`src/logic/periph_pkg.sv`:
```
// ------------------------------------------------
// Peripheral subsystem definitions
// Bus widths, address map, register offsets and
// the two views of a bus word address
// ------------------------------------------------
`default_nettype none

package periph_pkg;

    // Bus geometry
    localparam int ADDR_W     = 12;
    localparam int DATA_W     = 32;
    localparam int PRIO_W     = 3;
    localparam int MAX_TIMERS = 8;
    localparam int IDX_W      = $clog2(MAX_TIMERS);
    // Claim IDs run from 0 (none) to MAX_TIMERS
    localparam int ID_W       = $clog2(MAX_TIMERS + 1);

    localparam logic [DATA_W-1:0] ERR_RDATA = 32'hdeadbeef;

    // ------------------------------------------------
    // Timer registers
    // ------------------------------------------------
    localparam logic [1:0] TMR_CTRL  = 2'd0;
    localparam logic [1:0] TMR_COUNT = 2'd1;
    localparam logic [1:0] TMR_CMP   = 2'd2;

    // Control word layout
    localparam int CTRL_EN_BIT = 0;
    localparam int PRESC_LSB   = 4;
    localparam int PRESC_W     = 4;

    // ------------------------------------------------
    // Interrupt controller registers
    // ------------------------------------------------
    localparam logic [2:0] IRQ_PRIO    = 3'd0;
    localparam logic [2:0] IRQ_PENDING = 3'd1;
    localparam logic [2:0] IRQ_ENABLE  = 3'd2;
    localparam logic [2:0] IRQ_THRESH  = 3'd3;
    localparam logic [2:0] IRQ_CLAIM   = 3'd4;

    typedef struct packed {
        logic             region;
        logic [IDX_W-1:0] unit;
        logic [5:0]       unused;
        logic [1:0]       offset;
    } timer_addr_t;

    typedef struct packed {
        logic             region;
        logic [2:0]       kind;
        logic [4:0]       unused;
        logic [IDX_W-1:0] src;
    } irq_addr_t;

    // Region bit 11 picks the view, 0 for timers
    typedef union packed {
        timer_addr_t tmr;
        irq_addr_t   irq;
    } bus_addr_u;

endpackage

`default_nettype wire

```
`src/logic/periph_reg_if.sv`:
```
// ------------------------------------------------
// Register access link
// One decoded access from the decoder to a client
// ------------------------------------------------
`default_nettype none

interface periph_reg_if
    import periph_pkg::*;
();

    logic              sel;
    logic              we;
    bus_addr_u         addr;
    logic [DATA_W-1:0] wdata;
    // Driven combinationally by the client
    logic [DATA_W-1:0] rdata;

    modport decoder (
        output sel,
        output we,
        output addr,
        output wdata,
        input  rdata
    );

    modport client (
        input  sel,
        input  we,
        input  addr,
        input  wdata,
        output rdata
    );

endinterface

`default_nettype wire

```
`src/logic/periph_irq_ctrl.sv`:
```
// ------------------------------------------------
// Interrupt controller
// Latches timer expiries as pending and raises one
// level interrupt gated by enable, priority and
// threshold. A claim read hands out the best ID
// ------------------------------------------------
`default_nettype none

module periph_irq_ctrl
    import periph_pkg::*;
#(
    parameter int NUM_TIMERS = 4
) (
    input  logic                  clk_i,
    input  logic                  rst_n_i,
    periph_reg_if.client          bus_i,
    input  logic [NUM_TIMERS-1:0] expire_i,
    output logic                  irq_o
);

    irq_addr_t             addr;
    logic [PRIO_W-1:0]     prio_q [NUM_TIMERS];
    logic [NUM_TIMERS-1:0] enable_q;
    logic [NUM_TIMERS-1:0] pending_q;
    logic [PRIO_W-1:0]     thresh_q;
    logic                  irq_q;
    logic [NUM_TIMERS-1:0] eligible;
    logic [NUM_TIMERS-1:0] clear_mask;
    logic [ID_W-1:0]       claim_id;
    logic [PRIO_W-1:0]     best_prio;
    logic                  wr_en;
    logic                  claim_rd;

    assign addr     = bus_i.addr.irq;
    assign wr_en    = bus_i.sel && bus_i.we;
    assign claim_rd = bus_i.sel && !bus_i.we && (addr.kind == IRQ_CLAIM);

    // ------------------------------------------------
    // Eligibility and claim arbitration
    // ------------------------------------------------
    // Strict compare keeps the lowest ID on a tie
    always_comb begin
        claim_id  = '0;
        best_prio = '0;
        for (int i = 0; i < NUM_TIMERS; i++) begin
            eligible[i] = pending_q[i] && enable_q[i] && (prio_q[i] > thresh_q);
            if (eligible[i] && (prio_q[i] > best_prio)) begin
                claim_id  = ID_W'(i + 1);
                best_prio = prio_q[i];
            end
        end
    end

    always_comb begin
        for (int i = 0; i < NUM_TIMERS; i++) begin
            clear_mask[i] = claim_rd && (claim_id == ID_W'(i + 1));
        end
    end

    // ------------------------------------------------
    // State
    // ------------------------------------------------
    always_ff @(posedge clk_i or negedge rst_n_i) begin
        if (!rst_n_i) begin
            for (int i = 0; i < NUM_TIMERS; i++) begin
                prio_q[i] <= '0;
            end
            enable_q  <= '0;
            pending_q <= '0;
            thresh_q  <= '0;
            irq_q     <= 1'b0;
        end else begin
            // New expiry wins over a claim of the same source
            pending_q <= (pending_q & ~clear_mask) | expire_i;
            irq_q     <= |eligible;

            if (wr_en) begin
                case (addr.kind)
                    IRQ_PRIO: begin
                        for (int i = 0; i < NUM_TIMERS; i++) begin
                            if (int'(addr.src) == i) begin
                                prio_q[i] <= bus_i.wdata[PRIO_W-1:0];
                            end
                        end
                    end
                    IRQ_ENABLE: enable_q <= bus_i.wdata[NUM_TIMERS-1:0];
                    IRQ_THRESH: thresh_q <= bus_i.wdata[PRIO_W-1:0];
                    default: ;
                endcase
            end
        end
    end

    assign irq_o = irq_q;

    // ------------------------------------------------
    // Read data
    // ------------------------------------------------
    always_comb begin
        bus_i.rdata = '0;
        case (addr.kind)
            IRQ_PRIO: begin
                for (int i = 0; i < NUM_TIMERS; i++) begin
                    if (int'(addr.src) == i) begin
                        bus_i.rdata = DATA_W'(prio_q[i]);
                    end
                end
            end
            IRQ_PENDING: bus_i.rdata = DATA_W'(pending_q);
            IRQ_ENABLE:  bus_i.rdata = DATA_W'(enable_q);
            IRQ_THRESH:  bus_i.rdata = DATA_W'(thresh_q);
            IRQ_CLAIM:   bus_i.rdata = DATA_W'(claim_id);
            default: ;
        endcase
    end

    // A claim hands out an ID exactly when some source is eligible
    assert property (@(posedge clk_i) disable iff (!rst_n_i) (claim_id != '0) == (|eligible))
        else $error("claim ID disagrees with the eligible sources");

endmodule

`default_nettype wire

```
`src/logic/periph_reg_decoder.sv`:
```
// ------------------------------------------------
// Register bus decoder
// Routes each request to one timer or to the
// interrupt controller, flags unmapped addresses
// and returns a registered response
// ------------------------------------------------
`default_nettype none

module periph_reg_decoder
    import periph_pkg::*;
#(
    parameter int NUM_TIMERS = 4
) (
    input  logic              clk_i,
    input  logic              rst_n_i,
    input  logic              req_i,
    input  logic              we_i,
    input  bus_addr_u         addr_i,
    input  logic [DATA_W-1:0] wdata_i,
    output logic              rsp_valid_o,
    output logic              err_o,
    output logic [DATA_W-1:0] rdata_o,
    periph_reg_if.decoder     tmr_o [NUM_TIMERS],
    periph_reg_if.decoder     irq_o
);

    logic                  region_irq;
    logic                  tmr_ok;
    logic                  irq_ok;
    logic                  map_err;
    logic [NUM_TIMERS-1:0] tmr_sel;
    logic                  irq_sel;
    logic [DATA_W-1:0]     tmr_rdata [NUM_TIMERS];
    logic [DATA_W-1:0]     rsp_rdata;
    logic                  rsp_valid_q;
    logic                  err_q;
    logic [DATA_W-1:0]     rdata_q;

    // Both views share the region bit
    assign region_irq = addr_i.irq.region;

    // ------------------------------------------------
    // Address check
    // ------------------------------------------------
    always_comb begin
        tmr_ok = !region_irq
                 && (int'(addr_i.tmr.unit) < NUM_TIMERS)
                 && (addr_i.tmr.offset <= TMR_CMP);
        irq_ok = region_irq
                 && (addr_i.irq.kind <= IRQ_CLAIM)
                 && ((addr_i.irq.kind != IRQ_PRIO) || (int'(addr_i.irq.src) < NUM_TIMERS));
    end

    assign map_err = req_i && !tmr_ok && !irq_ok;
    assign irq_sel = req_i && irq_ok;

    for (genvar i = 0; i < NUM_TIMERS; i++) begin : gen_tmr_bus
        assign tmr_sel[i]     = req_i && tmr_ok && (int'(addr_i.tmr.unit) == i);
        assign tmr_o[i].sel   = tmr_sel[i];
        assign tmr_o[i].we    = we_i;
        assign tmr_o[i].addr  = addr_i;
        assign tmr_o[i].wdata = wdata_i;
        assign tmr_rdata[i]   = tmr_o[i].rdata;
    end

    assign irq_o.sel   = irq_sel;
    assign irq_o.we    = we_i;
    assign irq_o.addr  = addr_i;
    assign irq_o.wdata = wdata_i;

    // ------------------------------------------------
    // Response path
    // ------------------------------------------------
    // Error pattern unless a client is selected
    always_comb begin
        rsp_rdata = ERR_RDATA;
        if (irq_sel) begin
            rsp_rdata = irq_o.rdata;
        end
        for (int i = 0; i < NUM_TIMERS; i++) begin
            if (tmr_sel[i]) begin
                rsp_rdata = tmr_rdata[i];
            end
        end
    end

    always_ff @(posedge clk_i or negedge rst_n_i) begin
        if (!rst_n_i) begin
            rsp_valid_q <= 1'b0;
            err_q       <= 1'b0;
            rdata_q     <= '0;
        end else begin
            rsp_valid_q <= req_i;
            err_q       <= map_err;
            rdata_q     <= rsp_rdata;
        end
    end

    assign rsp_valid_o = rsp_valid_q;
    assign err_o       = err_q;
    assign rdata_o     = rdata_q;

    // Every request goes to exactly one client or to the error response
    assert property (@(posedge clk_i) disable iff (!rst_n_i)
        req_i |-> $onehot({map_err, irq_sel, tmr_sel}))
        else $error("decoder did not resolve the request to exactly one target");

endmodule

`default_nettype wire

```
`src/logic/periph_subsys.sv`:
```
// ------------------------------------------------
// Peripheral subsystem top level
// Register bus decoder, compare timers and the
// interrupt controller they feed
// ------------------------------------------------
`default_nettype none

module periph_subsys
    import periph_pkg::*;
#(
    parameter int NUM_TIMERS = 4
) (
    input  logic              clk_i,
    input  logic              rst_n_i,
    input  logic              req_i,
    input  logic              we_i,
    input  logic [ADDR_W-1:0] addr_i,
    input  logic [DATA_W-1:0] wdata_i,
    output logic              rsp_valid_o,
    output logic [DATA_W-1:0] rdata_o,
    output logic              err_o,
    output logic              irq_o
);

    logic [NUM_TIMERS-1:0] expire;

    periph_reg_if tmr_bus [NUM_TIMERS] ();
    periph_reg_if irq_bus ();

    periph_reg_decoder #(
        .NUM_TIMERS ( NUM_TIMERS )
    ) i_decoder (
        .clk_i       ( clk_i       ),
        .rst_n_i     ( rst_n_i     ),
        .req_i       ( req_i       ),
        .we_i        ( we_i        ),
        .addr_i      ( addr_i      ),
        .wdata_i     ( wdata_i     ),
        .rsp_valid_o ( rsp_valid_o ),
        .err_o       ( err_o       ),
        .rdata_o     ( rdata_o     ),
        .tmr_o       ( tmr_bus     ),
        .irq_o       ( irq_bus     )
    );

    // Timer i raises interrupt ID i+1
    for (genvar i = 0; i < NUM_TIMERS; i++) begin : gen_timers
        periph_timer i_timer (
            .clk_i    ( clk_i      ),
            .rst_n_i  ( rst_n_i    ),
            .bus_i    ( tmr_bus[i] ),
            .expire_o ( expire[i]  )
        );
    end

    periph_irq_ctrl #(
        .NUM_TIMERS ( NUM_TIMERS )
    ) i_irq_ctrl (
        .clk_i    ( clk_i   ),
        .rst_n_i  ( rst_n_i ),
        .bus_i    ( irq_bus ),
        .expire_i ( expire  ),
        .irq_o    ( irq_o   )
    );

endmodule

`default_nettype wire

```
`src/logic/periph_timer.sv`:
```
// ------------------------------------------------
// Compare timer
// Prescaled up counter that wraps at the compare
// value and pulses expire for one cycle
// ------------------------------------------------
`default_nettype none

module periph_timer
    import periph_pkg::*;
(
    input  logic          clk_i,
    input  logic          rst_n_i,
    periph_reg_if.client  bus_i,
    output logic          expire_o
);

    logic               enable_q;
    logic [PRESC_W-1:0] presc_q;
    logic [PRESC_W-1:0] presc_cnt_q;
    logic [DATA_W-1:0]  count_q;
    logic [DATA_W-1:0]  cmp_q;
    logic               tick;
    logic               at_cmp;
    logic               wr_en;

    assign wr_en  = bus_i.sel && bus_i.we;
    assign tick   = enable_q && (presc_cnt_q >= presc_q);
    assign at_cmp = (count_q == cmp_q);

    // High in the cycle before count wraps to zero
    assign expire_o = tick && at_cmp;

    // ------------------------------------------------
    // Counters and registers
    // ------------------------------------------------
    always_ff @(posedge clk_i or negedge rst_n_i) begin
        if (!rst_n_i) begin
            enable_q    <= 1'b0;
            presc_q     <= '0;
            presc_cnt_q <= '0;
            count_q     <= '0;
            cmp_q       <= '0;
        end else begin
            // Prescaler restarts from 0 on every enable
            if (!enable_q || tick) begin
                presc_cnt_q <= '0;
            end else begin
                presc_cnt_q <= presc_cnt_q + 1'b1;
            end

            if (tick) begin
                count_q <= at_cmp ? '0 : count_q + 1'b1;
            end

            // A software write to count overrides the tick
            if (wr_en) begin
                case (bus_i.addr.tmr.offset)
                    TMR_CTRL: begin
                        enable_q <= bus_i.wdata[CTRL_EN_BIT];
                        presc_q  <= bus_i.wdata[PRESC_LSB +: PRESC_W];
                    end
                    TMR_COUNT: count_q <= bus_i.wdata;
                    TMR_CMP:   cmp_q   <= bus_i.wdata;
                    default: ;
                endcase
            end
        end
    end

    // ------------------------------------------------
    // Read data
    // ------------------------------------------------
    always_comb begin
        bus_i.rdata = '0;
        case (bus_i.addr.tmr.offset)
            TMR_CTRL: begin
                bus_i.rdata[CTRL_EN_BIT]           = enable_q;
                bus_i.rdata[PRESC_LSB +: PRESC_W] = presc_q;
            end
            TMR_COUNT: bus_i.rdata = count_q;
            TMR_CMP:   bus_i.rdata = cmp_q;
            default: ;
        endcase
    end

    // Count restarts from zero after an expiry unless software loads it
    assert property (@(posedge clk_i) disable iff (!rst_n_i)
        expire_o && !(wr_en && (bus_i.addr.tmr.offset == TMR_COUNT)) |=> (count_q == '0))
        else $error("count did not wrap to zero after an expiry");

endmodule

`default_nettype wire

```
`config.mk`:
```
export PLATFORM = sky130hd
export DESIGN_NAME = periph_subsys
export DESIGN_NICKNAME = d
export VERILOG_FILES = /design/src/logic/periph_pkg.sv /design/src/logic/periph_reg_if.sv /design/src/logic/periph_irq_ctrl.sv /design/src/logic/periph_reg_decoder.sv /design/src/logic/periph_subsys.sv /design/src/logic/periph_timer.sv
export SDC_FILE = /design/constraint.sdc
export NUM_CORES = 1
export LEC_CHECK = 0
export ABC_AREA = 1
export BUFFER_PORTS_ARGS = -buffer_cell sky130_fd_sc_hd__clkbuf_2
export CAP_MARGIN = 0
export CORE_ASPECT_RATIO = 2
export CORE_MARGIN = 10
export CORE_UTILIZATION = 40
export CTS_CLUSTER_DIAMETER = 80
export DETAILED_ROUTE_END_ITERATION = 8
export SLEW_MARGIN = 10
export SYNTH_ARGS = -nofsm -noshare
export SYNTH_HDL_FRONTEND = slang
export SYNTH_SLANG_ARGS = --single-unit
```
`constraint.sdc`:
```
create_clock -name clk_i -period 12.1 [get_ports clk_i]
set_input_delay 1.815 -clock clk_i [delete_from_list [all_inputs] [get_ports clk_i]]
set_output_delay 1.815 -clock clk_i [all_outputs]
set_load 0.01 [all_outputs]
```
==> insert_results.sql, run 1 <==
INSERT INTO impl_metrics (metric_group, metric, value, unit) VALUES
('critical_path', 'worstReg2RegStart', 'i_irq_ctrl.thresh_q[2]$_DFFE_PN0P_', ''),
('cts', 'tritoncts_clock_tree', 'yes', ''),
('global_route', 'grt-ovfl-total', '0', ''),
('timing', 'finalSetupTns', '0', 'ns'),
('worst_hold_path', 'hold-path-endpoint', 'gen_timers[1].i_timer.presc_q[2]$_DFFE_PN0P_', ''),
('critical_path', 'worst_ep_arrival_time', '5.83', 'ns'),
('cells_and_area', 'final_core_util', '44.5', '%'),
('route', 'post_drt_wl_per_cell', '22.5', 'um'),
('placement', 'worst_slack_placed', '6.70', 'ns'),
('cells_and_area', 'antennaDiodeCount', '0', ''),
('cts', 'cts_buffers', '38', ''),
('synth', 'ys.warnings.count', '0', ''),
('placement', 'place_hpwl', '72.1', 'mm'),
('global_route', 'grt_first_pass_wirelength', '143', 'mm'),
('placement', 'gp_congestion', '1.01', ''),
('global_route', 'antenna_violations_before_repair', '0', ''),
('critical_path', 'path_class', 'flop to flop', ''),
('cells_and_area', 'finish.cell_count_without_fillers', '4275', ''),
('timing', 'layout_setup_ws', '6.68', 'ns'),
('cts', 'cts_num_sinks', '350', ''),
('global_route', 'grt_max_degree', '140', ''),
('cells_and_area', 'nets_final', '3588', ''),
('outcome', 'outcome', 'finished clean', ''),
('critical_path', 'cp-start-kind', 'flop', ''),
('cts', 'clock_tree.htree_level_count', '2', ''),
('cells_and_area', 'syn_to_final_growth', '9.93', '%'),
('route', 'drt_iter0_markers', '1978', ''),
('synth', 'synth-seq-cells', '350', ''),
('route', 'postRouteAntennaNets', '0', ''),
('synth', 'postSynthAreaPerCell', '6.65', 'sq um'),
('global_route', 'grt.total_usage', '27.7', '%'),
('power', 'total_power', '3.16', 'mW'),
('worst_hold_path', 'hp_class', 'flop to flop', ''),
('synth', 'synthesis.instances', '3484', ''),
('timing', 'timing.final.max_slew_violations', '0', ''),
('critical_path', 'biggest_fanout_along_the_worst_timing_path', '9', ''),
('floorplan', 'io-pin-count', '83', ''),
('timing', 'setup_violations', '0', ''),
('cells_and_area', 'finish.instance_area', '0.0255', 'sq mm'),
('critical_path', 'timing.rr.end', 'i_irq_ctrl.pending_q[1]$_DFF_PN0_', ''),
('timing', 'finalCriticalPeriod', '5.42', 'ns'),
('worst_hold_path', 'worst_hold_path.num_cells', '2', ''),
('timing', 'timing_worst_slew_pin_value', '1.14', 'ns'),
('critical_path', 'worst_stage_delay_on_the_critical_path', '0.53', 'ns'),
('critical_path', 'critical-path-slowest-cell', 'sky130_fd_sc_hd__nor3_1', ''),
('timing', 'finalHoldViolations', '0', ''),
('timing', 'hold_slack', '0.482', 'ns'),
('critical_path', 'timing.critical_path.to_type', 'flop', ''),
('power', 'power.density', '124', 'mW/mm^2'),
('timing', 'max_clock_freq', '0.184', 'GHz'),
('synth', 'count_of_unique_library_cells_instantiated_by_yosys', '49', ''),
('cts', 'worst_skew_pair.late_latency', '0.58', 'ns'),
('floorplan', 'die-area', '0.0685', 'sq mm'),
('placement', 'place_inst', '4206', ''),
('floorplan', 'initial_core_util', '40.4', '%'),
('route', 'routed_via_density', '5.51', ''),
('floorplan', 'core.rowCount', '124', ''),
('floorplan', 'fp.dieH', '360', 'um'),
('cts', 'clk_root_buffer_cell', 'sky130_fd_sc_hd__clkbuf_16', ''),
('timing', 'final.setup_skew', '0.0307', 'ns'),
('synth', 'ys_seq_area_share', '37.8', '%'),
('synth', 'dominantRegCellSynth', 'sky130_fd_sc_hd__dfrtp_1', ''),
('placement', 'io_buffer_count', '77', ''),
('cts', 'clkSlewWorstSetupHoldPaths', '0.06', 'ns'),
('route', 'drt-total-wl', '96.2', 'mm'),
('worst_hold_path', 'worstHoldStart', 'gen_timers[1].i_timer.presc_q[2]$_DFFE_PN0P_', ''),
('power', 'p_leak', '11.7', 'nW'),
('critical_path', 'crit_path_frequent_cell', 'sky130_fd_sc_hd__nand2_1', ''),
('global_route', 'via_count_of_the_first_global_routing_pass', '23200', ''),
('floorplan', 'die_w', '190', 'um'),
('cts', 'cts_resized', '0', '');
cells in the mapped netlist (2+ instances only):
library cell / instances / share of area, %
sky130_fd_sc_hd__nor2_4: 5 / 0.24
sky130_fd_sc_hd__dfrtp_1: 350 / 38
sky130_fd_sc_hd__clkbuf_1: 91 / 1.5
sky130_fd_sc_hd__a211oi_1: 2 / 0.065
sky130_fd_sc_hd__nand3_1: 210 / 4.5
sky130_fd_sc_hd__xor2_1: 5 / 0.19
sky130_fd_sc_hd__nor3_1: 17 / 0.37
sky130_fd_sc_hd__o31ai_1: 3 / 0.097
sky130_fd_sc_hd__o21a_1: 3 / 0.097
sky130_fd_sc_hd__a21oi_1: 90 / 1.9
sky130_fd_sc_hd__ha_1: 50 / 2.7
sky130_fd_sc_hd__nand2_1: 1279 / 21
sky130_fd_sc_hd__clkinv_1: 5 / 0.081
sky130_fd_sc_hd__a22o_1: 20 / 0.76
sky130_fd_sc_hd__a31oi_1: 4 / 0.11
sky130_fd_sc_hd__o21ai_0: 339 / 7.3
sky130_fd_sc_hd__buf_2: 25 / 0.54
sky130_fd_sc_hd__nor2_1: 315 / 5.1
sky130_fd_sc_hd__o22ai_1: 54 / 1.5
sky130_fd_sc_hd__o21bai_1: 7 / 0.23
sky130_fd_sc_hd__nor2_2: 5 / 0.14
sky130_fd_sc_hd__nand2_4: 3 / 0.15
sky130_fd_sc_hd__buf_6: 3 / 0.15
sky130_fd_sc_hd__a31o_2: 2 / 0.076
sky130_fd_sc_hd__inv_1: 349 / 5.7
sky130_fd_sc_hd__buf_1: 6 / 0.097
sky130_fd_sc_hd__o311ai_0: 2 / 0.076
sky130_fd_sc_hd__o221ai_1: 5 / 0.19
sky130_fd_sc_hd__inv_4: 4 / 0.11
sky130_fd_sc_hd__o211ai_1: 15 / 0.49
sky130_fd_sc_hd__nand2_2: 6 / 0.16
sky130_fd_sc_hd__xnor2_1: 92 / 3.5
sky130_fd_sc_hd__o21ai_1: 37 / 0.80
sky130_fd_sc_hd__nand4_1: 54 / 1.5
sky130_fd_sc_hd__nor2_8: 5 / 0.43
sky130_fd_sc_hd__inv_2: 9 / 0.15
area by class of cell:
| class | count | area (sq um) |
|---|---|---|
| clock buffer | 48 | 1040 |
| clock inverter | 21 | 298 |
| fill | 6178 | 31800 |
| inverter | 367 | 1390 |
| multi-input combinational | 2642 | 12500 |
| sequential | 350 | 8760 |
| tap | 756 | 946 |
| timing repair buffer | 91 | 513 |
power by group:
group          switching (mW)  leakage (nW)  internal (mW)
logic                   0.362          6.34          0.162
clock network           0.548         0.649          0.762
registers              0.0926          4.71           1.24
total                    1.00          11.7           2.16
worst max path at each step:
stage,from,end,slack (ns),cells after the start
3_3_place_gp,i_irq_ctrl.thresh_q[2]$_DFFE_PN0P_,i_decoder.rdata_o[1]$_DFF_PN0_,6.76,33
2_1_floorplan,i_irq_ctrl.thresh_q[2]$_DFFE_PN0P_,i_decoder.rdata_o[1]$_DFF_PN0_,7.97,35
5_1_grt,i_irq_ctrl.thresh_q[2]$_DFFE_PN0P_,i_decoder.rdata_o[1]$_DFF_PN0_,6.25,35
6_report,i_irq_ctrl.thresh_q[2]$_DFFE_PN0P_,i_irq_ctrl.pending_q[1]$_DFF_PN0_,6.68,29
3_5_place_dp,i_irq_ctrl.thresh_q[2]$_DFFE_PN0P_,i_decoder.rdata_o[1]$_DFF_PN0_,6.70,35
4_1_cts,i_irq_ctrl.thresh_q[2]$_DFFE_PN0P_,i_irq_ctrl.pending_q[1]$_DFF_PN0_,6.67,27
state kept, by name, summed over array words and instances, names as in the netlist:
register,cells
gen_timers.i_timer.cmp_q,128
gen_timers.i_timer.count_q,128
i_decoder.rdata_o,32
gen_timers.i_timer.presc_cnt_q,16
gen_timers.i_timer.presc_q,16
i_irq_ctrl.prio_q,12
gen_timers.i_timer.enable_q,4
i_irq_ctrl.enable_q,4
i_irq_ctrl.pending_q,4
i_irq_ctrl.thresh_q,3
i_decoder.err_o,1
i_decoder.rsp_valid_o,1
i_irq_ctrl.irq_o,1
cell families after synthesis:
group / Yosys count / share of synthesized area (%)
AO/OA/AOI/OAI: 587 / 13.9
flip-flops: 350 / 37.8
buffers and inverters: 492 / 8.25
XOR/XNOR: 97 / 3.67
adder cells (fa/ha/maj): 50 / 2.70
AND/OR/NAND/NOR: 1908 / 33.7
placed cells by master (no fill, tap or decap), drive strengths merged:
master / n
and3: 1
o21bai: 7
or4: 1
o31ai: 3
o221ai: 5
ha: 50
a21oi: 90
nand2: 1288
clkinv: 13
nor4: 1
nor3: 18
xnor2: 92
inv: 364
nor2: 330
bufinv: 7
nor3b: 1
a32o: 1
nand3: 210
a31oi: 4
or2: 1
nand3b: 1
a31o: 2
clkbuf: 124
o22ai: 54
o311ai: 2
a22oi: 1
xor2: 5
nand4: 56
a32oi: 1
o21a: 3
o211ai: 15
o21ai: 377
buf: 15
a211oi: 2
a22o: 20
clkinvlp: 4
dfrtp: 350
layer usage:
metal | up-vias | routed length (um) | global-route usage (%)
li1 | 11200 | - | -
met1 | 11000 | 33600 | 29.0
met2 | 951 | 45200 | 45.3
met3 | 374 | 5360 | 3.55
met4 | 0 | 12000 | 29.9
met5 | - | 0 | 0
critical path, delay by kind of cell, from the launching register on:
kind                       cells  cell delay (ns)
buffers and inverters          3             0.31
and+or+nand+nor               17             2.42
adders and majority gates      4             1.22
AOI/OAI and AO/OA              5             0.94
DFF                            1             0.38
(Power assumes the default switching activity.)
==> run 2, diff against run 1 <==
--- a/config.mk
+++ b/config.mk
@@ -5,7 +5,7 @@
 export SDC_FILE = /design/constraint.sdc
 export NUM_CORES = 1
 export LEC_CHECK = 0
-export ABC_AREA = 1
+export ABC_AREA = 0
 export BUFFER_PORTS_ARGS = -buffer_cell sky130_fd_sc_hd__clkbuf_2
 export CAP_MARGIN = 0
 export CORE_ASPECT_RATIO = 2
==> constraint.sdc (replaced) <==
create_clock -name clk_i -period 5 [get_ports clk_i]
set_input_delay 0.75 -clock clk_i [delete_from_list [all_inputs] [get_ports clk_i]]
set_output_delay 0.75 -clock clk_i [all_outputs]
set_load 0.01 [all_outputs]
==> insert_results.sql, run 2 <==
INSERT INTO impl_metrics (metric_group, metric, value, unit) VALUES
('critical_path', 'timing.critical_path.to_type', 'flop', ''),
('placement', 'place_hpwl', '54.6', 'mm'),
('cells_and_area', 'syn_to_final_growth', '10.5', '%'),
('floorplan', 'fp.dieH', '343', 'um'),
('route', 'dr.pass1.iters', '5', ''),
('route', 'drt-total-wl', '75.8', 'mm'),
('synth', 'synthesis.instances', '2107', ''),
('critical_path', 'path_class', 'flop to flop', ''),
('timing', 'finalCriticalPeriod', '4.70', 'ns'),
('timing', 'finalSetupTns', '0', 'ns'),
('cells_and_area', 'n_fill_cell', '4986', ''),
('critical_path', 'timing.rr.end', 'i_decoder.rdata_o[1]$_DFF_PN0_', ''),
('global_route', 'grt-ovfl-total', '0', ''),
('critical_path', 'biggest_fanout_along_the_worst_timing_path', '6', ''),
('power', 'peakVddDrop', '0.243', 'mV'),
('timing', 'final_min_period_over_clock_period', '94.1', '%'),
('synth', 'post_synth_most_frequent_cells', 'sky130_fd_sc_hd__dfrtp_1, sky130_fd_sc_hd__mux2_2, sky130_fd_sc_hd__nand2_1', ''),
('global_route', 'antenna_violations_before_repair', '1', ''),
('floorplan', 'io-pin-count', '83', ''),
('global_route', 'grt.total_usage', '23.7', '%'),
('floorplan', 'die-area', '0.0623', 'sq mm'),
('route', 'postRouteAntennaNets', '0', ''),
('critical_path', 'crit_path_frequent_cell', 'sky130_fd_sc_hd__ha_1', ''),
('critical_path', 'critical-path-slowest-cell', 'sky130_fd_sc_hd__dfrtp_2', ''),
('cells_and_area', 'finish.cell_count_without_fillers', '2787', ''),
('cts', 'clock_path_buffers', '3', ''),
('job', 'drv_cap', '0', ''),
('synth', 'synth_top_area_cell', 'sky130_fd_sc_hd__dfrtp_1', ''),
('critical_path', 'worst_stage_delay_on_the_critical_path', '0.42', 'ns'),
('route', 'routed_via_density', '6.24', ''),
('placement', 'area_after_dpl', '0.0218', 'sq mm'),
('route', 'drt_iter0_markers', '1778', ''),
('synth', 'postSynthAreaPerCell', '9.91', 'sq um'),
('critical_path', 'crit_path_cell_trace', 'ha_1 > nor2b_2 > o21ai_1 > a21oi_2 > nand2_2 > ha_4 > nor2b_2 > o21ai_2 > a32oi_2 > nand2_1 > buf_4 > mux2_2 > ha_1 > o21ai_0 > nand2b_1 > nand3_2 > buf_4 > a21o_1 > ha_1 > nand3_1 > nor2b_1 > a221o_1 > a22oi_2', ''),
('critical_path', 'crit_family', 'compound AO/OA/AOI/OAI gates', ''),
('cts', 'holdBufCountCts', '0', ''),
('cells_and_area', 'nets_final', '2199', ''),
('cts', 'clock_tree.htree_level_count', '2', ''),
('timing', 'max_clock_freq', '0.213', 'GHz'),
('worst_hold_path', 'hp_class', 'input port to async pin', ''),
('cts', 'cts_buffers', '36', ''),
('timing', 'finalHoldViolations', '0', ''),
('synth', 'post-synth-top-count-cell', 'sky130_fd_sc_hd__dfrtp_1', ''),
('timing', 'layout_setup_ws', '0.296', 'ns'),
('power', 'p_leak', '9.13', 'nW'),
('synth', 'yosys.area.top_type_share', '41.9', '%'),
('power', 'total_power', '8.96', 'mW'),
('synth', 'synth-seq-cells', '350', ''),
('floorplan', 'initial_core_util', '40.3', '%'),
('route', 'post_drt_wl_per_cell', '27.2', 'um'),
('cells_and_area', 'most_common_library_cell_in_the_layout_ignoring_fill_and_taps', 'sky130_fd_sc_hd__dfrtp_1', ''),
('floorplan', 'core.rowCount', '118', ''),
('cells_and_area', 'drive_above_1_share', '19.2', '%'),
('placement', 'place_inst', '2720', ''),
('cts', 'clk_root_buffer_cell', 'sky130_fd_sc_hd__clkbuf_16', ''),
('cts', 'cts_num_sinks', '350', ''),
('placement', 'worst_slack_placed', '0.0280', 'ns'),
('synth', 'synth_top_cells_by_area', 'sky130_fd_sc_hd__dfrtp_1, sky130_fd_sc_hd__mux2_2, sky130_fd_sc_hd__xnor2_1', ''),
('synth', 'synth_edf_count', '0', ''),
('global_route', 'via_count_of_the_first_global_routing_pass', '17600', ''),
('global_route', 'grt_max_degree', '117', ''),
('critical_path', 'r2r_cells', '23', ''),
('cts', 'clkSlewWorstSetupHoldPaths', '0.07', 'ns'),
('cts', 'worst_skew_pair.late_latency', '0.57', 'ns'),
('cells_and_area', 'finish.instance_area', '0.0231', 'sq mm'),
('global_route', 'grt_first_pass_wirelength', '113', 'mm'),
('timing', 'timing_worst_slew_pin_value', '1.21', 'ns'),
('synth', 'ys.warnings.count', '0', ''),
('outcome', 'outcome', 'finished clean', ''),
('placement', 'gp_congestion', '0.992', ''),
('timing', 'relSlewSlack', '18.6', '%'),
('power', 'power.density', '388', 'mW/mm^2'),
('critical_path', 'worst_ep_arrival_time', '5.17', 'ns'),
('cells_and_area', 'final_cell_mix', 'sky130_fd_sc_hd__dfrtp_1, sky130_fd_sc_hd__mux2_2, sky130_fd_sc_hd__nand2_1, sky130_fd_sc_hd__xnor2_1, sky130_fd_sc_hd__nand3_1', ''),
('critical_path', 'worstReg2RegStart', 'i_irq_ctrl.prio_q[10]$_DFFE_PN0P_', ''),
('cts', 'tritoncts_clock_tree', 'yes', ''),
('critical_path', 'cp-start-kind', 'flop', ''),
('timing', 'setup_violations', '0', ''),
('synth', 'postSynth.asyncResetShare', '100', '%'),
('critical_path', 'crit_required', '5.47', 'ns'),
('synth', 'netlist_area', '0.0209', 'sq mm'),
('timing', 'timing.final.max_slew_violations', '0', ''),
('synth', 'ys_seq_area_share', '41.9', '%'),
('critical_path', 'flop2flop_setup_slack', '0.30', 'ns'),
('synth', 'synth_nets', '2205', ''),
('critical_path', 'cp_num_buf_inv', '2', ''),
('timing', 'final.setup_skew', '0.0324', 'ns'),
('route', 'routed-via-count', '17400', ''),
('placement', 'io_buffer_count', '77', ''),
('synth', 'dominantRegCellSynth', 'sky130_fd_sc_hd__dfrtp_1', ''),
('route', 'drc', '0', ''),
('synth', 'count_of_unique_library_cells_instantiated_by_yosys', '87', ''),
('floorplan', 'die_w', '182', 'um'),
('floorplan', 'design.core.area', '0.0518', 'sq mm');
[run 2: changes by cell type after synthesis, moves of 54 or more]
| cell | delta |
|---|---|
| sky130_fd_sc_hd__a21oi_1 | -59 |
| sky130_fd_sc_hd__nand2_1 | -1106 |
| sky130_fd_sc_hd__nor2_1 | -212 |
| sky130_fd_sc_hd__xor2_1 | +88 |
| sky130_fd_sc_hd__nand3_1 | -97 |
| sky130_fd_sc_hd__inv_1 | -303 |
| sky130_fd_sc_hd__mux2_2 | +179 |
| sky130_fd_sc_hd__xnor2_1 | +55 |
| sky130_fd_sc_hd__o21ai_0 | -234 |
| sky130_fd_sc_hd__o31ai_1 | +54 |
| sky130_fd_sc_hd__a22oi_1 | +85 |
[run 2: cell type report]
type	count	area, sq um	area share, %
Tap cell	660	826	3.58
Sequential cell	350	8760	38.0
Timing Repair Buffer	114	723	3.13
Inverter	46	173	0.748
Antenna cell	1	2.50	0.0108
Clock buffer	53	1100	4.75
Clock inverter	10	141	0.613
Multi-Input combinational cell	1553	11300	49.2
[run 2: how the worst max path moves through the flow]
stage	to	slack, ns	start	cells after the start
2_1_floorplan	i_decoder.rdata_o[2]$_DFF_PN0_	0.40	i_irq_ctrl.thresh_q[1]$_DFFE_PN0P_	25
3_3_place_gp	i_irq_ctrl.pending_q[1]$_DFF_PN0_	0.11	i_irq_ctrl.prio_q[10]$_DFFE_PN0P_	25
3_5_place_dp	i_irq_ctrl.pending_q[1]$_DFF_PN0_	0.03	i_irq_ctrl.prio_q[10]$_DFFE_PN0P_	25
4_1_cts	i_irq_ctrl.pending_q[1]$_DFF_PN0_	0.08	i_irq_ctrl.prio_q[10]$_DFFE_PN0P_	25
5_1_grt	i_decoder.rdata_o[1]$_DFF_PN0_	-0.03	i_irq_ctrl.thresh_q[1]$_DFFE_PN0P_	25
6_report	i_decoder.rdata_o[1]$_DFF_PN0_	0.30	i_irq_ctrl.prio_q[10]$_DFFE_PN0P_	23
[run 2: logic make-up (layout without fill, tap and decap cells)]
kind of cell / count (synthesis) / after routing / share of synthesized area, %
muxes: 184 / 184 / 9.95
other: 0 / 1 / 0
AOI/OAI and AO/OA: 435 / 435 / 14.7
adders and majority gates: 50 / 50 / 3.00
and+or+nand+nor: 644 / 644 / 16.1
xor gates and xnor gates: 240 / 240 / 10.1
DFF: 350 / 350 / 41.9
buffers and inverters: 204 / 223 / 4.20
[run 2: routing by layer]
layer	up-vias	track usage [%]	part of all wire (%)
li1	7676	-	-
met1	8743	25.6	36
met2	722	40.5	50
met3	246	2.67	4.8
met4	2	20.9	10
met5	-	0	0.012
[run 2: report_power, final]
| group | internal [mW] | switching, mW | total, mW |
|---|---|---|---|
| sequential | 3.24 | 0.727 | 3.97 |
| clock | 1.68 | 1.23 | 2.91 |
| combinational | 0.931 | 1.15 | 2.08 |
| total | 5.85 | 3.10 | 8.96 |
[run 2: through the flow]
stage	hold slack [ns]	utilization (%)
6_report	0.289	44.5
5_1_grt	0.372	44.5
4_1_cts	0.323	44.4
3_5_place_dp	0.493	42.0
3_3_place_gp	0.485	42.0
2_1_floorplan	0.451	-
[run 2: timing repair]
action,4_1_cts,5_1_grt
pin swaps,0,3
setup buffers,0,3
endpoints found under the setup margin,1,7
resized for setup,1,12
